### config.mk
export PLATFORM = sky130hd
export DESIGN_NAME = boot_copier_flat
export DESIGN_NICKNAME = d
export VERILOG_FILES = /design/src/hdl/soc_mem_pkg.sv /design/src/hdl/mem_bus_if.sv /design/src/hdl/boot_copier.sv /design/src/flat_wrapper.sv
export SDC_FILE = /design/constraint.sdc
export NUM_CORES = 1
export LEC_CHECK = 0
export ABC_AREA = 1
export BUFFER_PORTS_ARGS = -buffer_cell sky130_fd_sc_hd__buf_2
export CORE_MARGIN = 5
export CORE_UTILIZATION = 34
export DETAILED_ROUTE_END_ITERATION = 10
export PLACE_DENSITY = 0.79
export SETUP_SLACK_MARGIN = 0.15
export SLEW_MARGIN = 25
export SYNTH_ARGS = -nofsm -noshare
export SYNTH_HDL_FRONTEND = slang
export SYNTH_SLANG_ARGS = --single-unit
### constraint.sdc
create_clock -name clk_i -period 1.6 [get_ports clk_i]
set_clock_uncertainty 0.15 [all_clocks]
set_input_delay 0.24 -clock clk_i [delete_from_list [all_inputs] [get_ports clk_i]]
set_output_delay 0.24 -clock clk_i [all_outputs]
set_load 0.01 [all_outputs]
### src/hdl/soc_mem_pkg.sv
package soc_mem_pkg;

   // word and lane geometry
   localparam int ADDR_W  = 8;
   localparam int DATA_W  = 32;
   localparam int COL_W   = 8;
   localparam int NUM_COL = 4;

   localparam int MEM_WORDS  = 256;
   localparam int BOOT_WORDS = 16;

   // xor key of the boot image bytes
   localparam logic [COL_W-1:0] BOOT_KEY = 8'h5A;

   typedef enum logic [1:0] {
      BOOT_COPY,
      BOOT_LAST,
      BOOT_DONE
   } boot_state_e;

   typedef enum logic [1:0] {
      HOST_IDLE,
      HOST_WAIT,
      HOST_RESP
   } host_state_e;

   typedef enum logic {
      OWN_BOOT,
      OWN_HOST
   } arb_owner_e;

   // lane k of word idx holds (NUM_COL*idx + k) ^ key, lane 0 is the low byte
   function automatic logic [DATA_W-1:0] boot_word(input int unsigned idx);
      logic [DATA_W-1:0] word;
      word = '0;
      for (int k = 0; k < NUM_COL; k++) begin
         word[k*COL_W +: COL_W] = COL_W'(NUM_COL * idx + k) ^ BOOT_KEY;
      end
      return word;
   endfunction

endpackage

### src/hdl/mem_bus_if.sv
`timescale 1ns/1ns

interface mem_bus_if
   import soc_mem_pkg::*;
();

   logic                req;
   logic [NUM_COL-1:0]  wstrb;
   logic [ADDR_W-1:0]   addr;
   logic [DATA_W-1:0]   wdata;
   logic                gnt;
   logic                rvalid;
   logic [DATA_W-1:0]   rdata;

   // requester side
   modport master (
      output req, wstrb, addr, wdata,
      input  gnt, rvalid, rdata
   );

   // arbiter side of a peer link
   modport slave (
      input  req, wstrb, addr, wdata,
      output gnt, rvalid, rdata
   );

   // req acts as the memory enable
   modport ram (
      input  req, wstrb, addr, wdata,
      output rdata
   );

endinterface

### src/hdl/boot_copier.sv
`timescale 1ns/1ns

module boot_copier
   import soc_mem_pkg::*;
(
   input  logic      clk_i,
   input  logic      reset_i,
   mem_bus_if.master bus,
   output logic      boot_done_o
);

   boot_state_e       state_q;
   logic [ADDR_W-1:0] addr_q;

   always_ff @(posedge clk_i) begin
      if (reset_i) begin
         state_q <= BOOT_COPY;
         addr_q  <= '0;
      end else begin
         case (state_q)
            BOOT_COPY: begin
               if (bus.gnt) begin
                  addr_q <= addr_q + 1'b1;
                  // next word is the final one
                  if (addr_q == ADDR_W'(BOOT_WORDS - 2)) begin
                     state_q <= BOOT_LAST;
                  end
               end
            end
            BOOT_LAST: begin
               if (bus.gnt) begin
                  state_q <= BOOT_DONE;
               end
            end
            default: begin
               state_q <= BOOT_DONE;
            end
         endcase
      end
   end

   // requests start in the first cycle out of reset
   assign bus.req   = !reset_i && (state_q != BOOT_DONE);
   // rom is the package rule evaluated at the current address
   assign bus.addr  = addr_q;
   assign bus.wstrb = '1;
   assign bus.wdata = boot_word(addr_q);

   assign boot_done_o = (state_q == BOOT_DONE);

   a_idle_when_done: assert property (@(posedge clk_i) disable iff (reset_i)
      (state_q == BOOT_DONE) |-> !bus.req);

endmodule

### src/flat_wrapper.sv
// flat-port wrapper written by rule: the top's interface ports become plain ports
module boot_copier_flat import soc_mem_pkg::*;
  (clk_i, reset_i, boot_done_o, bus_req, bus_wstrb, bus_addr, bus_wdata, bus_gnt, bus_rvalid, bus_rdata);
  mem_bus_if bus_i ();
  input  logic clk_i;
  input  logic reset_i;
  output logic boot_done_o;
  output wire logic [$bits(bus_i.req)-1:0] bus_req;
  output wire logic [$bits(bus_i.wstrb)-1:0] bus_wstrb;
  output wire logic [$bits(bus_i.addr)-1:0] bus_addr;
  output wire logic [$bits(bus_i.wdata)-1:0] bus_wdata;
  input wire logic [$bits(bus_i.gnt)-1:0] bus_gnt;
  input wire logic [$bits(bus_i.rvalid)-1:0] bus_rvalid;
  input wire logic [$bits(bus_i.rdata)-1:0] bus_rdata;
  assign bus_req = bus_i.req;
  assign bus_wstrb = bus_i.wstrb;
  assign bus_addr = bus_i.addr;
  assign bus_wdata = bus_i.wdata;
  assign bus_i.gnt = bus_gnt;
  assign bus_i.rvalid = bus_rvalid;
  assign bus_i.rdata = bus_rdata;
  boot_copier u_core (.clk_i(clk_i), .reset_i(reset_i), .bus(bus_i), .boot_done_o(boot_done_o));
endmodule
==> impl_results.md <==
- Result of the run: complete, no violations
- Crit Path Class: reg2out
- GR Util met2: between 10 and 15%
- Standard-cell rows: 17
- Proportion of synthesized chip area in sequential cells: a little over a quarter
- RSZ-0062 raised after global routing: true
- Clock sink count: 10
- Number of buffers inserted for hold repair after clock tree synthesis: 0
- I/O pin count: 82
- Hold Fails Final Rpt: 0
- Clock root buffer: clkbuf_4
- Element type at the critical path start: register
- Synth-to-Final Area Change: 5.691%
- # H-tree levels: 1
- Worst setup EP type: primary output
- Fmax achieved: between 700 and 800 MHz
- Post-Syn Instances: ~100
- Warning count from the yosys run: 0
- Detail-routed net length per standard cell: 9.932 um
- Total overflow reported by the global router: 0
- CP Max Fanout: 3
- Die H: 57.58 um
- Busiest metal layer after global routing: met2
- Setup tns final: 0 ns
- Largest family of logic cells by synthesized area: buffers and inverters
- Met3 track demand over resource in global routing: 2.941%
- First-iteration detailed-routing DRC count: 12
- Final setup violation count: 0
- Via total after detailed routing: 627
- Number of distinct standard cells referenced by the synthesized netlist: 18
- Post-CTS setup buffer count: 0
- CTS clock-pin slew for the worst setup and hold paths: about 0.07 ns
- Reported leakage power: 0.4494 nW
- Mapped Avg Cell Area: between 7 and 8 sq um
- Core Region: 2191 sq um
- Maximum count of clock buffers along a single path: 2
- Initial Util: approximately a third
- Area of the mapped netlist: roughly 770 sq um
- Fraction of layout cells with a size suffix above 1: roughly two fifths
- Critical Path RT: ~1.2 ns
- Met1 Track Usage GR: about 9.7%
- Total wire length after detailed routing: 1470 um
- Die Width: about 58 um
- Power per unit of standard cell area: approximately 730 nW/um^2
- Resized cells post-CTS: 0
- Count of port buffers added during placement: 36
- Detailed placement HPWL: 1247 um
- Clock tree from TritonCTS: yes
- Portion of netlist area occupied by mux cells: 0%
- Worst VDD drop: ~250 uV
- Startpoint of the lowest-slack register-to-register path: u_core.bus.addr[1]$_SDFFE_PP0P_
- Wire length of the first global-routing pass: roughly 2300 um
- DRC: 0
- Overall fraction of global-route tracks in use: under 10%
- Timing startpoint of the critical path: u_core.state_q[1]$_SDFFE_PP0P_
- Final weighted congestion in routability-driven placement: 0.7495
- Hold path startpoint: reset_i
- Number of antenna-violating nets in the routed design: 0
- Number of violations of the max-capacitance limit: 0
- Pin count of the biggest net entering global routing: 11
- Fin crit period: roughly 1.4 ns
- Vias in the first global route: 519
- Number of pins with negative max-slew slack in the final report: 0
- Vias per Instance: roughly 4.2
- Area share of and/or/nand/nor cells after synthesis: 24.72%
- Share of the synthesized area in compound gates (AO/OA/AOI/OAI): between 7 and 8%
- NumNets Final: approximately 160
- Clk Latency, worst-skew pair: about 0.27 ns
- Length of the first detailed-routing pass in iterations: 4
- Final hold slack: 0.02065 ns
- Die Footprint: between 3000 and 4000 sq um
- Arrival time at the worst endpoint: approximately 0.99 ns
- Xor and xnor fraction of the mapped netlist area: 0%
- Area share of fa/ha/maj cells after synthesis: 3.252%
- Total clock buffers created by CTS: 3
- Type of the most critical hold path: in2reg
- Final cycle utilization of the critical path: a little under nine tenths
- Flop and latch count out of synthesis: 10
- Number of antenna violations at the first check in global routing: 0
- Diode count: 0
registers in the layout (all words and copies together) (netlist names):
name and cells:
u_core.bus.addr 8, u_core.state_q 2
cells in the mapped netlist:
cell | number | share of area, %
buf_4 | 33 | 32
nand2_1 | 12 | 5.9
inv_1 | 11 | 5.4
dfxtp_1 | 10 | 26
nor2_1 | 9 | 4.4
a21oi_1 | 8 | 5.2
nand3_1 | 3 | 2.0
nand3_2 | 3 | 3.9
conb_1 | 2 | 0.98
ha_1 | 2 | 3.3
nand4_1 | 2 | 1.6
o21ai_0 | 2 | 1.3
nand2_4 | 1 | 1.5
nor2_2 | 1 | 0.81
nor2_4 | 1 | 1.5
nor2_8 | 1 | 2.6
nor3_1 | 1 | 0.65
o21a_1 | 1 | 0.98
routing by layer:
metal	part of all wire, %	wire length [um]	vias to the layer above
met5	0	0	-
met4	1.8	26	0
met3	12	172	4
met2	51	746	33
met1	36	524	281
li1	-	-	309
placed cells by master, fill, tap and decap left out:
cell,netlist,routed
nor2_2,1,1
nand2_1,12,12
nor3_1,1,1
dfxtp_1,10,8
o21ai_0,2,2
conb_1,2,12
a21oi_1,8,8
nand3_2,3,3
dfxtp_2,0,2
clkbuf_8,0,1
o21a_1,1,1
nor2_8,1,1
nor2_4,1,1
ha_1,2,2
nor2_1,9,9
nand3_1,3,3
buf_2,0,36
nand2_4,1,1
clkbuf_4,0,3
inv_1,11,11
nand4_1,2,2
power by group:
part           leakage, nW  internal [mW]  total, mW  switching, mW
clock               0.0210          0.138      0.228         0.0901
combinational        0.347         0.0340     0.0994         0.0654
sequential          0.0818          0.256      0.265        0.00930
stage by stage:
stage,setup slack [ns],util [%],cells,total power [mW],instance area [sq um]
after floorplan,0.2713,-,113,0.3771,807.0
after global placement,0.2954,35.35,144,0.3673,774.5
after global routing,0.1240,37.12,148,0.6322,813.3
after detailed placement,0.2516,35.35,144,0.3706,774.5
after CTS,0.1505,37.01,148,0.6012,810.8
final,0.2195,37.12,148,0.5928,813.3
worst paths after layout:
| kind | endpoint | slack [ns] | cells after the start |
|---|---|---|---|
| worst min register to register | u_core.state_q[1]$_SDFFE_PP0P_ | 0.39 | 2 |
| worst max-delay path | bus_req | 0.22 | 4 |
| worst max register to register | u_core.bus.addr[6]$_SDFFE_PP0P_ | 0.29 | 6 |
| worst min-delay path | u_core.state_q[1]$_SDFFE_PP0P_ | 0.02 | 2 |
critical path, cell delays in order (launching register included):
cell and delay, ns:
dfxtp_2 0.36, inv_1 0.05, nor2_1 0.12, nor2_1 0.06, buf_2 0.14
final cells by class:
type                            count  area [sq um]
Timing Repair Buffer               36         180.2
Clock buffer                        4         36.28
Tap cell                           28         35.03
Inverter                           11         41.29
Fill cell                         239          1378
Multi-Input combinational cell     59         317.8
Sequential cell                    10         202.7
kinds of logic (layout without fill, tap and decap cells):
| family | after synthesis | in the layout |
|---|---|---|
| flops | 10 | 10 |
| fa+ha+maj | 2 | 2 |
| other cells | 2 | 12 |
| simple gates | 34 | 34 |
| compound gates | 11 | 11 |
| buf+inv | 44 | 51 |
Note: power is estimated with default switching activity, not from simulation.
