### config.mk
export PLATFORM = sky130hd
export DESIGN_NAME = host_port_flat
export DESIGN_NICKNAME = d
export VERILOG_FILES = /design/src/hdl/soc_mem_pkg.sv /design/src/hdl/mem_bus_if.sv /design/src/hdl/host_port.sv /design/src/flat_wrapper.sv
export SDC_FILE = /design/constraint.sdc
export NUM_CORES = 1
export LEC_CHECK = 0
export ABC_AREA = 0
export BUFFER_PORTS_ARGS = -buffer_cell sky130_fd_sc_hd__buf_2
export CAP_MARGIN = 10
export CORE_MARGIN = 2
export CORE_UTILIZATION = 30
export CTS_BUF_LIST = sky130_fd_sc_hd__clkbuf_4 sky130_fd_sc_hd__clkbuf_8
export DETAILED_ROUTE_END_ITERATION = 10
export GPL_TIMING_DRIVEN = 0
export PLACE_DENSITY = 0.72
export SLEW_MARGIN = 10
export SYNTH_ARGS = -nofsm -noshare
export SYNTH_HDL_FRONTEND = slang
export SYNTH_SLANG_ARGS = --single-unit
export TNS_END_PERCENT = 5
### constraint.sdc
create_clock -name clk_i -period 2.12 [get_ports clk_i]
set_clock_uncertainty 0.1 [all_clocks]
set_input_delay 0.106 -clock clk_i [delete_from_list [all_inputs] [get_ports clk_i]]
set_output_delay 0.106 -clock clk_i [all_outputs]
set_load 0.01 [all_outputs]
### src/hdl/soc_mem_pkg.sv
package soc_mem_pkg;

   // word and lane geometry
   localparam int ADDR_W  = 8;
   localparam int DATA_W  = 32;
   localparam int COL_W   = 8;
   localparam int NUM_COL = 4;

   localparam int MEM_WORDS  = 256;
   localparam int BOOT_WORDS = 16;

   // xor key of the boot image bytes
   localparam logic [COL_W-1:0] BOOT_KEY = 8'h5A;

   typedef enum logic [1:0] {
      BOOT_COPY,
      BOOT_LAST,
      BOOT_DONE
   } boot_state_e;

   typedef enum logic [1:0] {
      HOST_IDLE,
      HOST_WAIT,
      HOST_RESP
   } host_state_e;

   typedef enum logic {
      OWN_BOOT,
      OWN_HOST
   } arb_owner_e;

   // lane k of word idx holds (NUM_COL*idx + k) ^ key, lane 0 is the low byte
   function automatic logic [DATA_W-1:0] boot_word(input int unsigned idx);
      logic [DATA_W-1:0] word;
      word = '0;
      for (int k = 0; k < NUM_COL; k++) begin
         word[k*COL_W +: COL_W] = COL_W'(NUM_COL * idx + k) ^ BOOT_KEY;
      end
      return word;
   endfunction

endpackage

### src/hdl/mem_bus_if.sv
`timescale 1ns/1ns

interface mem_bus_if
   import soc_mem_pkg::*;
();

   logic                req;
   logic [NUM_COL-1:0]  wstrb;
   logic [ADDR_W-1:0]   addr;
   logic [DATA_W-1:0]   wdata;
   logic                gnt;
   logic                rvalid;
   logic [DATA_W-1:0]   rdata;

   // requester side
   modport master (
      output req, wstrb, addr, wdata,
      input  gnt, rvalid, rdata
   );

   // arbiter side of a peer link
   modport slave (
      input  req, wstrb, addr, wdata,
      output gnt, rvalid, rdata
   );

   // req acts as the memory enable
   modport ram (
      input  req, wstrb, addr, wdata,
      output rdata
   );

endinterface

### src/hdl/host_port.sv
`timescale 1ns/1ns

module host_port
   import soc_mem_pkg::*;
(
   input  logic               clk_i,
   input  logic               reset_i,
   input  logic               host_valid_i,
   input  logic [ADDR_W-1:0]  host_addr_i,
   input  logic [DATA_W-1:0]  host_wdata_i,
   input  logic [NUM_COL-1:0] host_wstrb_i,
   mem_bus_if.master          bus,
   output logic               host_busy_o,
   output logic               host_done_o,
   output logic [DATA_W-1:0]  host_rdata_o
);

   host_state_e        state_q;
   logic [ADDR_W-1:0]  addr_q;
   logic [DATA_W-1:0]  wdata_q;
   logic [NUM_COL-1:0] wstrb_q;
   logic               accept;

   // busy already low in the response cycle, so a new strobe fits there
   assign host_busy_o = (state_q == HOST_WAIT) || (state_q == HOST_RESP && !bus.rvalid);
   assign host_done_o = (state_q == HOST_RESP) && bus.rvalid;
   assign accept      = host_valid_i && !host_busy_o;

   always_ff @(posedge clk_i) begin
      if (accept) begin
         addr_q  <= host_addr_i;
         wdata_q <= host_wdata_i;
         wstrb_q <= host_wstrb_i;
      end
   end

   always_ff @(posedge clk_i) begin
      if (reset_i) begin
         state_q <= HOST_IDLE;
      end else begin
         case (state_q)
            HOST_IDLE: if (accept) state_q <= HOST_WAIT;
            HOST_WAIT: if (bus.gnt) state_q <= HOST_RESP;
            HOST_RESP: begin
               if (bus.rvalid) begin
                  state_q <= accept ? HOST_WAIT : HOST_IDLE;
               end
            end
            default: state_q <= HOST_IDLE;
         endcase
      end
   end

   assign bus.req   = (state_q == HOST_WAIT);
   assign bus.addr  = addr_q;
   assign bus.wdata = wdata_q;
   assign bus.wstrb = wstrb_q;

   assign host_rdata_o = bus.rdata;

   a_no_strobe_busy: assert property (@(posedge clk_i) disable iff (reset_i)
      host_busy_o |-> !host_valid_i);

endmodule

### src/flat_wrapper.sv
// flat-port wrapper written by rule: the top's interface ports become plain ports
module host_port_flat import soc_mem_pkg::*;
  (clk_i, reset_i, host_valid_i, host_addr_i, host_wdata_i, host_wstrb_i, host_busy_o, host_done_o, host_rdata_o, bus_req, bus_wstrb, bus_addr, bus_wdata, bus_gnt, bus_rvalid, bus_rdata);
  mem_bus_if bus_i ();
  input  logic clk_i;
  input  logic reset_i;
  input  logic host_valid_i;
  input  logic [ADDR_W-1:0] host_addr_i;
  input  logic [DATA_W-1:0] host_wdata_i;
  input  logic [NUM_COL-1:0] host_wstrb_i;
  output logic host_busy_o;
  output logic host_done_o;
  output logic [DATA_W-1:0] host_rdata_o;
  output wire logic [$bits(bus_i.req)-1:0] bus_req;
  output wire logic [$bits(bus_i.wstrb)-1:0] bus_wstrb;
  output wire logic [$bits(bus_i.addr)-1:0] bus_addr;
  output wire logic [$bits(bus_i.wdata)-1:0] bus_wdata;
  input wire logic [$bits(bus_i.gnt)-1:0] bus_gnt;
  input wire logic [$bits(bus_i.rvalid)-1:0] bus_rvalid;
  input wire logic [$bits(bus_i.rdata)-1:0] bus_rdata;
  assign bus_req = bus_i.req;
  assign bus_wstrb = bus_i.wstrb;
  assign bus_addr = bus_i.addr;
  assign bus_wdata = bus_i.wdata;
  assign bus_i.gnt = bus_gnt;
  assign bus_i.rvalid = bus_rvalid;
  assign bus_i.rdata = bus_rdata;
  host_port u_core (.clk_i(clk_i), .reset_i(reset_i), .host_valid_i(host_valid_i), .host_addr_i(host_addr_i), .host_wdata_i(host_wdata_i), .host_wstrb_i(host_wstrb_i), .bus(bus_i), .host_busy_o(host_busy_o), .host_done_o(host_done_o), .host_rdata_o(host_rdata_o));
endmodule
==> results by group, run 1 <==
Timing
  – Worst hold slack: approximately 0.29 ns
  – Setup Viol. Count Final: 0
  – Final Hold Fails: 0
  – Period utilisation layout: between 80% and 90%
  – RSZ-0062 raised after global routing: false
  – Worst setup margin: between 0.3 and 0.4 ns
  – Achievable clock frequency: around 0.55 GHz
  – Measured slew at the worst slew-check pin: between 0.5 and 0.6 ns
  – Max-slew headroom at the worst pin: between 60% and 70%
  – Number of max-slew violations in the final report: 0
  – Tmin final: 1.82 ns

Floorplanning
  – Die extent in x: 78.7 um
  – Number of placed I/O pins: between 150 and 200
  – Core Footprint: 0.00544 sq mm
  – Total number of placement rows: 27
  – Area of the die: just over 0.006 sq mm
  – Initial standard-cell utilization of the core: approximately 31%
  – Overall die height: slightly below 80 um

Routing
  – Avg WL per Cell: between 10 and 15 um
  – Mean number of vias per cell: around 4
  – Pre-antenna DRT Iters: 4
  – DRT iter0 DRCs: 21
  – Uppermost signal routing layer after detailed routing: met4
  – Routed wire length: 4.55 mm
  – Number of vias in the routed layout: approximately 1400
  – Routed wire length on met2: roughly 2.6 mm
  – DRT antenna net count: 0
  – Detailed-route DRC error count: 0
  – Metal1 wirelength: around 1.4 mm
  – Met3 WL: around 540 um

Setup path
  – Worst path cell trace: or3b_1 -> and3_2 -> buf_16
  – CP Max Fanout: 23
  – Critical path launch point type: flip-flop
  – Required @ worst endpoint: approximately 2.1 ns
  – Crit-path max cell delay: 0.44 ns
  – Nature of the critical path endpoint: flip-flop
  – Master of the slowest instance on the critical path: sky130_fd_sc_hd__and3_2
  – Data arrival time of the critical path: 1.77 ns
  – Crit path kind: flip-flop to flip-flop

Yosys
  – Post-synthesis sequential element count: 46
  – Nets in the synthesized netlist: 171
  – Top cell type by total area after synthesis: sky130_fd_sc_hd__edfxtp_1
  – Mean area per synthesized cell: around 19 sq um
  – Yosys warning count: 0
  – Unique cell type count in the Yosys netlist: 11
  – Cells taking the most area after synthesis: sky130_fd_sc_hd__edfxtp_1 79%, sky130_fd_sc_hd__buf_4 14%, sky130_fd_sc_hd__dfxtp_1 2.4%
  – Summed instance area of the synthesized netlist: approximately 0.0017 sq mm
  – Seq/Total Area, Yosys: 81.4%
  – Share of Yosys cell area claimed by the top area cell type: 79.0%
  – Cells after synthesis: 90

Clocking
  – TritonCTS clock tree: done
  – Maximum clock insertion buffer count: 2
  – Skew-Pair Late Insertion Delay: 0.29 ns
  – Clk root buf: sky130_fd_sc_hd__clkbuf_8
  – CTS buffer count: 5
  – Setup fix buffers added after clock tree synthesis: 0
  – PostCTS Resize Cnt: 0
  – Clk sinks: 46
  – Clock transition time at the flip-flop clock pins of the worst setup and hold paths: about 0.09 ns
  – Clock H-tree levels: 2

Min path
  – Hold/Removal Path Class: input port to primary output

Cells and area
  – Share of cells above drive strength 1: between 60% and 70%
  – Final core area utilization: a little under three fifths
  – Synth-to-Final Area Change: 82.0%
  – Final-stage net count: 354
  – Final std cells w/o fill: between 300 and 400
  – Total inserted antenna cells: 0
  – Sequential cell area: 0.00136 sq mm
  – Final-layout fill cell count: between 400 and 500
  – Area occupied by multi-input gates: ~70 sq um

Place
  – Total of buffers placed on input and output ports: approximately 130
  – Post-placement setup slack: approximately 0.30 ns
  – Post-detailed-placement half-perimeter wirelength: approximately 3.2 mm
  – Cells after DPL: 290
  – Routability-driven placement congestion ratio: about 0.69

Global route
  – Overall global routing resource usage: between 10% and 20%
  – Global-route wire length before repair: about 6.5 mm
  – Vias in the first global route: about 1400
  – Total overflow reported by the global router: 0
  – Antenna violations before repair: 0
  – Largest net degree at the start of global routing: 24

Status
  – Run status: complete, no violations

Pwr
  – Peak supply drop: 0.000567 V
  – Static Leak: ~1.4 nW
  – Power Dens Cells: around 720 mW/mm^2

Job
  – Max-cap violations: 0
## state kept, by name, summed over array words and instances (netlist names)
name              count
u_core.state_q        2
u_core.bus.addr       8
u_core.bus.wstrb      4
u_core.bus.wdata     32
## cells by family after synthesis
kind of cell | after synthesis | synth area share (%)
AO/OA/AOI/OAI | 2 | 0.598
buffers and inverters | 33 | 14.6
AND/OR/NAND/NOR | 9 | 3.44
flip-flops | 46 | 81.4
## report_power, final
group	switching (mW)	leakage, nW	internal [mW]	total (mW)
Clock	0.296	0.0683	0.472	0.768
Combinational	0.145	0.910	0.197	0.342
Sequential	0.0165	0.439	1.07	1.08
Total	0.457	1.42	1.74	2.19
## final timing paths
path / start / end / slack, ns / depth (start not counted)
setup / recovery: u_core.state_q[1]$_SDFFE_PP0P_ / u_core.bus.wstrb[2]$_DFFE_PN_ / 0.30 / 3
hold / removal: bus_rdata[25] / host_rdata_o[25] / 0.29 / 2
setup reg to reg: u_core.state_q[1]$_SDFFE_PP0P_ / u_core.bus.wstrb[2]$_DFFE_PN_ / 0.30 / 3
hold reg to reg: u_core.state_q[0]$_SDFFE_PP0P_ / u_core.state_q[0]$_SDFFE_PP0P_ / 1.03 / 3
## cells in the mapped netlist
master / instances
sky130_fd_sc_hd__nand2b_1: 3
sky130_fd_sc_hd__dfxtp_1: 2
sky130_fd_sc_hd__inv_2: 1
sky130_fd_sc_hd__buf_4: 32
sky130_fd_sc_hd__and3b_1: 1
sky130_fd_sc_hd__and3_1: 1
sky130_fd_sc_hd__a21oi_1: 2
sky130_fd_sc_hd__nand3b_1: 1
sky130_fd_sc_hd__or3b_1: 1
sky130_fd_sc_hd__edfxtp_1: 44
sky130_fd_sc_hd__nand2_1: 2
## final cells by class
cell class	count	area share, %
sequential	46	44.7
timing repair buffer	176	37.6
buffer	32	7.89
tap	72	2.96
multi-input combinational	11	2.26
clock buffer	5	2.26
clock inverter	3	2.26
inverter	1	0.123
## critical path: cells and delay by family, from the launching register on
kind          cells  cell delay (ns)
simple gates      2             0.85
flops             1             0.36
buf+inv           1             0.25
## timing repair
action,CTS,global route
hold buffers,48,0
endpoints found under the setup margin,0,0
endpoints found under the hold margin,46,0
## through the flow
stage	TNS [ns]	total power, mW	cell area (sq um)
floorplan	0	1.23	1670
CTS	0	2.21	3050
detailed placement	0	1.38	2430
finish	0	2.19	3050
global route	0	2.29	3050
global placement	-17.44	1.36	2400
## metal layers
metal	up-vias	track usage, %
li1	654	-
met4	0	3.16
met5	-	0
met3	2	5.86
met1	614	12.7
met2	97	28.6
## layout by cell type, fill, tap and decap left out, drive strengths merged
cell type,count
or3b,1
a21oi,2
nand3b,1
nand2,2
clkbuf,5
nand2b,3
inv,1
dlygate4sd3,48
edfxtp,44
and3b,1
dfxtp,2
buf,160
bufinv,2
clkinv,1
and3,1
Note: power is estimated with default switching activity, not from simulation.
==> run 2: changes to the inputs <==
Settings changed: CORE_MARGIN 2 to 1.
==> run 2 against run 1 <==
Compared with the run above:
- flip-flop and latch count did not move
- critical path depth did not move
- via count up 0.73%
- clock power down 34%
- die area is 5.0% lower
- fmax up 6.5%
- critical path type unchanged
- largest cell class unchanged
- largest power group unchanged
==> results by group, run 2 (same netlist as run 1, synthesis figures left out) <==
Cells and area
  – Flip-flop count of the largest register after layout: 32
  – Synth-to-Final Area Change: 77.7%
  – Final-stage net count: between 300 and 400
  – Total inserted antenna cells: 0
  – Final-layout fill cell count: 437
  – Sequential cell area: between 0.001 and 0.0015 sq mm
  – Most frequent standard cell in the layout excluding fill and tap cells: sky130_fd_sc_hd__buf_2
  – Area occupied by multi-input gates: approximately 70 sq um
  – Share of cells above drive strength 1: around three fifths
  – Final std cells w/o fill: approximately 340
  – Leading cell types in the layout, fill and taps excluded: 127 x sky130_fd_sc_hd__buf_2, 47 x sky130_fd_sc_hd__dlygate4sd3_1, 44 x sky130_fd_sc_hd__edfxtp_1, 32 x sky130_fd_sc_hd__buf_4, 5 x sky130_fd_sc_hd__clkbuf_8

Setup path
  – Critical path launch point type: flip-flop
  – Data arrival time of the critical path: between 1.5 and 2 ns
  – Required @ worst endpoint: approximately 2.1 ns
  – CP Max Fanout: 33
  – Crit path kind: flip-flop to flip-flop
  – Category of cells accounting for the largest share of critical-path delay: simple AND/OR/NAND/NOR gates
  – Crit-path max cell delay: around 0.41 ns
  – Master of the slowest instance on the critical path: sky130_fd_sc_hd__or3b_1
  – Crit path buf inv count: 1
  – Worst path cell trace: or3b_1 -> and3_2 -> buf_12
  – Nature of the critical path endpoint: flip-flop

Place
  – Routability-driven placement congestion ratio: roughly 0.65
  – Total of buffers placed on input and output ports: between 100 and 150
  – Post-placement setup slack: about 0.43 ns
  – Cells after DPL: 288
  – Post-detailed-placement half-perimeter wirelength: about 3.1 mm

Timing
  – RSZ-0062 raised after global routing: false
  – Tmin final: roughly 1.7 ns
  – Period utilisation layout: between 80% and 90%
  – Measured slew at the worst slew-check pin: 0.318 ns
  – Setup Viol. Count Final: 0
  – Achievable clock frequency: 0.586 GHz
  – Number of max-slew violations in the final report: 0
  – Final Hold Fails: 0
  – Worst setup margin: between 0.4 and 0.5 ns
  – Max-slew headroom at the worst pin: ~79%

Pwr
  – Clock network fraction of total power: between 20% and 30%
  – Proportion of power drawn by flip-flops and latches: between 50% and 60%
  – Internal portion of total power: around 1.5 mW
  – Part of the total power dissipated in combinational logic: approximately 18%
  – Peak supply drop: ~0.00031 V
  – Switching power: approximately 440 uW
  – Power Total: about 1.9 mW
  – Power Dens Cells: 649 mW/mm^2
  – Proportion of total power due to net switching: between 20 and 25%
  – Static Leak: 1.38 nW

Routing
  – Number of vias in the routed layout: 1377
  – Pre-antenna DRT Iters: 3
  – Mean number of vias per cell: roughly 4
  – Routed wire length: 4.36 mm
  – Avg WL per Cell: 12.7 um
  – Detailed-route DRC error count: 0
  – DRT iter0 DRCs: 34
  – DRT antenna net count: 0

Floorplanning
  – Die extent in x: ~77 um
  – Initial standard-cell utilization of the core: 31.9%
  – Core Footprint: 0.00524 sq mm
  – Total number of placement rows: 26
  – Overall die height: ~77 um
  – Number of placed I/O pins: 160
  – Area of the die: around 0.006 sq mm

Job
  – Max-cap violations: 0

Clocking
  – Clock transition time at the flip-flop clock pins of the worst setup and hold paths: ~0.08 ns
  – Maximum clock insertion buffer count: 2
  – Clk root buf: sky130_fd_sc_hd__clkbuf_8
  – PostCTS Resize Cnt: 0
  – Clock H-tree levels: 2
  – Skew-Pair Late Insertion Delay: just under 0.3 ns
  – TritonCTS clock tree: done
  – Clk sinks: 46
  – CTS buffer count: 5
  – Setup fix buffers added after clock tree synthesis: 0

Global route
  – Antenna violations before repair: 0
  – Vias in the first global route: roughly 1400
  – Met3 Track Usage GR: between 6 and 7%
  – Met1 layer usage reported by global route: 13.1%
  – Total overflow reported by the global router: 0
  – Overall global routing resource usage: 15.2%
  – Busiest layer in global routing: met2
  – Met2 routing resource usage after global routing: 31.2%
  – Global-route wire length before repair: approximately 6.7 mm
  – Largest net degree at the start of global routing: 34

Min path
  – Hold/Removal Path Class: input port to flip-flop

Status
  – Run status: complete, no violations
run 2: changes by cell type in the layout (fill, tap and decap cells not counted):
cell	change
sky130_fd_sc_hd__clkinv_2	+1
sky130_fd_sc_hd__clkinvlp_4	+1
sky130_fd_sc_hd__clkinv_4	-1
sky130_fd_sc_hd__bufinv_16	-2
sky130_fd_sc_hd__dlygate4sd3_1	-1
sky130_fd_sc_hd__buf_12	+1
sky130_fd_sc_hd__buf_16	-1
sky130_fd_sc_hd__clkinv_1	+1
run 2: layer usage:
metal  vias up  share of wire [%]
li1        651                  -
met1       629                 32
met2        92                 59
met3         5                8.5
met4         0               0.85
met5         -                  0
run 2: power groups by stage:
stage / Sequential (mW) / Clock, mW / Combinational, mW
4_1_cts: 1.08 / 0.525 / 0.342
2_1_floorplan: 1.14 / 0 / 0.0928
5_1_grt: 1.09 / 0.568 / 0.366
3_3_place_gp: 1.10 / 0 / 0.263
6_report: 1.08 / 0.510 / 0.340
3_5_place_dp: 1.10 / 0 / 0.275
run 2: what timing repair did:
action	4_1_cts	5_1_grt
hold buffers	47	0
endpoints found under the setup margin	0	0
endpoints found under the hold margin	46	0
run 2: final timing paths:
path / start / depth (start not counted) / slack, ns / end
hold reg to reg: u_core.state_q[0]$_SDFFE_PP0P_ / 2 / 0.55 / u_core.state_q[1]$_SDFFE_PP0P_
hold / removal: bus_rvalid / 3 / 0.06 / u_core.state_q[1]$_SDFFE_PP0P_
setup / recovery: u_core.state_q[1]$_SDFFE_PP0P_ / 3 / 0.41 / u_core.bus.wdata[24]$_DFFE_PN_
setup reg to reg: u_core.state_q[1]$_SDFFE_PP0P_ / 3 / 0.41 / u_core.bus.wdata[24]$_DFFE_PN_
run 2: tightest hold or removal path, stage by stage:
cell	delay, ns
sky130_fd_sc_hd__buf_2	0.10
sky130_fd_sc_hd__or3b_1	0.15
sky130_fd_sc_hd__a21oi_1	0.07
run 2: metrics by stage:
stage / hold slack [ns] / util (%) / setup TNS, ns / cell area (sq um)
6_report: 0.0625 / 56.8 / 0 / 2970
5_1_grt: 0.0685 / 56.8 / 0 / 2970
4_1_cts: 0.0477 / 56.8 / 0 / 2970
3_5_place_dp: 0.184 / 46.2 / 0 / 2420
3_3_place_gp: 0.177 / 45.7 / -18.82 / 2400
2_1_floorplan: 0.0751 / - / 0 / 1670
run 2: final cells by class:
| type | count | area share [%] |
|---|---|---|
| flip-flops and latches | 46 | 45.8 |
| repair buffers | 175 | 37.9 |
| plain buffers | 32 | 8.08 |
| well taps | 70 | 2.95 |
| multi-input cells | 11 | 2.31 |
| clock buffers | 5 | 2.31 |
| clock inverters | 3 | 0.547 |
| inverters | 1 | 0.126 |
==> run 3: changes to the inputs <==
Settings changed: ABC_AREA 0 to 1.
Clock period 2.12 ns to 1.56 ns, I/O delays scaled along.
==> run 3 against run 2 <==
Compared with the run above:
- clock power is 42% higher
- sequential power rose by 36%
- critical path type unchanged
- the flow now finishes with violations (setup timing)
- combinational power rose by 39%
==> results by group, run 3 <==
Status
  – Run status: finished, violations left
  – Violations in the final reports: setup timing

Place
  – Cell area after placement: about 0.0024 sq mm
  – Post-placement setup slack: -0.428 ns
  – Post-detailed-placement half-perimeter wirelength: 2.68 mm
  – Total of buffers placed on input and output ports: between 100 and 150
  – Routability-driven placement congestion ratio: 0.646
  – Cells after DPL: between 200 and 300

Clocking
  – CTS buffer count: 5
  – Maximum clock insertion buffer count: 2
  – Clock transition time at the flip-flop clock pins of the worst setup and hold paths: 0.09 ns
  – Clock H-tree levels: 2
  – Clk root buf: sky130_fd_sc_hd__clkbuf_8
  – TritonCTS clock tree: done
  – Clk sinks: 46
  – Skew-Pair Late Insertion Delay: roughly 0.29 ns
  – Setup fix buffers added after clock tree synthesis: 0

Global route
  – Vias in the first global route: 1405
  – Overall global routing resource usage: 14.4%
  – Antenna violations before repair: 0
  – Global-route wire length before repair: 6.42 mm
  – Total overflow reported by the global router: 0
  – Largest net degree at the start of global routing: 23

Cells and area
  – Leading cell types in the layout, fill and taps excluded: 127 x sky130_fd_sc_hd__buf_2, 47 x sky130_fd_sc_hd__dlygate4sd3_1, 44 x sky130_fd_sc_hd__edfxtp_1, 32 x sky130_fd_sc_hd__buf_4, 5 x sky130_fd_sc_hd__clkbuf_8
  – Final std cells w/o fill: around 350
  – Area of all placed cells without fillers: ~0.003 sq mm
  – Most frequent standard cell in the layout excluding fill and tap cells: sky130_fd_sc_hd__buf_2
  – Flip-flop count of the largest register after layout: 32
  – Final-stage net count: roughly 360
  – Share of cells above drive strength 1: 64.2%
  – Total inserted antenna cells: 0
  – Synth-to-Final Area Change: 79.0%

Setup path
  – Master of the slowest instance on the critical path: sky130_fd_sc_hd__nor2_4
  – Critical path launch point type: flip-flop
  – Worst flop-to-flop path startpoint: u_core.state_q[1]$_SDFFE_PP0P_
  – Flop2flop setup slack: -0.02 ns
  – Data arrival time of the critical path: 1.41 ns
  – Crit path kind: flip-flop to flip-flop
  – Worst path cell trace: inv_2 -> nand2_2 -> nand2_4 -> nor2_4
  – Nature of the critical path endpoint: flip-flop
  – Crit-path max cell delay: approximately 0.50 ns
  – End of the worst register-to-register path: u_core.bus.wdata[8]$_DFFE_PN_
  – Reg2reg path depth: 4
  – CP Max Fanout: 22
  – Required @ worst endpoint: about 1.4 ns

Min path
  – Hold/Removal Path Class: input port to flip-flop
  – Hold Path Sink: u_core.state_q[1]$_SDFFE_PP0P_
  – Startpoint of the most critical hold path: bus_rvalid
  – Worst hold stages: 4

Floorplanning
  – Initial standard-cell utilization of the core: roughly 32%
  – Total number of placement rows: 26
  – Core Footprint: about 0.0052 sq mm
  – Overall die height: between 70 and 80 um
  – Die extent in x: between 70 and 80 um
  – Number of placed I/O pins: 160
  – Area of the die: just under 0.006 sq mm

Yosys
  – Yosys warning count: 0
  – Post-synthesis sequential element count: 46
  – Seq/Total Area, Yosys: just over 80%
  – Unique cell type count in the Yosys netlist: 13
  – Share of Yosys cell area claimed by the top area cell type: 78.5%
  – Number of synthesized flops with an enable pin: 44
  – Nets in the synthesized netlist: approximately 180
  – Cell with the most instances after synthesis: sky130_fd_sc_hd__edfxtp_1
  – Cells after synthesis: 95
  – Top cell type by total area after synthesis: sky130_fd_sc_hd__edfxtp_1
  – Predominant post-synthesis flop cell: sky130_fd_sc_hd__edfxtp_1
  – Async SR Flop Fraction: 0%
  – Summed instance area of the synthesized netlist: 0.00168 sq mm
  – Leading cell types by count after synthesis: 44 x sky130_fd_sc_hd__edfxtp_1, 32 x sky130_fd_sc_hd__buf_4, 5 x sky130_fd_sc_hd__inv_1
  – Mean area per synthesized cell: between 15 and 20 sq um
  – Cells taking the most area after synthesis: sky130_fd_sc_hd__edfxtp_1 79%, sky130_fd_sc_hd__buf_4 14%, sky130_fd_sc_hd__dfxtp_1 2.4%

Pwr
  – Power Dens Cells: between 800 and 900 mW/mm^2
  – Peak supply drop: approximately 0.00062 V
  – Power Total: roughly 2.7 mW
  – Static Leak: about 1.4 nW

Timing
  – RSZ-0062 raised after global routing: true
  – Tmin final: roughly 1.6 ns
  – Max-slew headroom at the worst pin: approximately three fifths
  – Period utilisation layout: 101%
  – Final Hold Fails: 0
  – Measured slew at the worst slew-check pin: around 0.63 ns
  – Number of max-slew violations in the final report: 0
  – Achievable clock frequency: 0.635 GHz
  – Worst setup margin: -0.0159 ns
  – Setup Viol. Count Final: 22

Job
  – Max-cap violations: 0

Routing
  – Mean number of vias per cell: about 3.9
  – Number of vias in the routed layout: ~1400
  – Pre-antenna DRT Iters: 4
  – Routed wire length: 4.41 mm
  – Detailed-route DRC error count: 0
  – DRT antenna net count: 0
  – Avg WL per Cell: around 13 um
  – DRT iter0 DRCs: 17
## run 3: cell count changes after synthesis, sizes merged
cell	previous run	this run
nor2	0	2
and3	1	0
nand2b	3	0
nand2	2	4
or3b	1	0
nor3	0	1
inv	1	6
nand3b	1	0
and3b	1	0
nand3	0	2
## run 3: how the worst max path moves through the flow
| stage | startpoint | end | cells past startpoint |
|---|---|---|---|
| 6_report | u_core.state_q[1]$_SDFFE_PP0P_ | u_core.bus.wdata[8]$_DFFE_PN_ | 4 |
| 5_1_grt | u_core.state_q[1]$_SDFFE_PP0P_ | u_core.bus.wdata[8]$_DFFE_PN_ | 4 |
| 4_1_cts | u_core.state_q[1]$_SDFFE_PP0P_ | u_core.bus.addr[2]$_DFFE_PN_ | 4 |
| 3_5_place_dp | u_core.state_q[0]$_SDFFE_PP0P_ | u_core.bus.addr[2]$_DFFE_PN_ | 4 |
| 3_3_place_gp | u_core.state_q[0]$_SDFFE_PP0P_ | u_core.bus.addr[2]$_DFFE_PN_ | 4 |
| 2_1_floorplan | u_core.state_q[0]$_SDFFE_PP0P_ | u_core.bus.addr[0]$_DFFE_PN_ | 4 |
## run 3: per-stage QoR
stage	hold WS (ns)	TNS, ns	util [%]
after floorplan	0.0331	-7.49	-
after global placement	0.147	-17.06	46.3
after detailed placement	0.153	-18.67	46.3
after CTS	0.00796	-0.0232	57.4
after global routing	0.0269	-2.66	57.5
final	0.0242	-0.286	57.5
## run 3: power by group
part           switching [mW]  total [mW]  internal [mW]  leakage (nW)
registers              0.0214        1.47           1.45         0.440
clock network           0.371       0.723          0.352        0.0453
logic                   0.211       0.471          0.260         0.910
## run 3: critical path, delay by kind of cell (launching register included)
family	cells	cell delay, ns
buf+inv	1	0.06
simple gates	3	0.69
flops	1	0.37
## run 3: layout make-up
cell class	count	area, sq um
timing repair buffer	174	1110
inverter	6	22.5
buffer	32	240
fill	412	2220
tap	70	87.6
clock buffer	7	83.8
clock inverter	1	7.51
multi-input combinational	13	98.8
sequential	46	1370
## run 3: layer usage
| layer | up-vias | routed length (um) | global-route usage [%] |
|---|---|---|---|
| met1 | 617 | 1630 | 14.9 |
| met2 | 82 | 2400 | 27.1 |
| met5 | - | 0 | 0 |
| met3 | 2 | 365 | 5.00 |
| li1 | 667 | - | - |
| met4 | 0 | 14 | 4.04 |
## run 3: cell families (layout without fill, tap and decap cells)
logic type | after synthesis | count (layout) | synth area share [%]
buf+inv | 38 | 220 | 15.6
flops | 46 | 46 | 80.9
simple gates | 9 | 11 | 2.68
compound gates | 2 | 2 | 0.818
## run 3: timing repair
item                                    CTS  global route
cloned                                    1             1
endpoints found under the hold margin    46             0
endpoints found under the setup margin   44            44
pin swaps                                 2             1
resized for setup                         3             0
hold buffers                             47             0
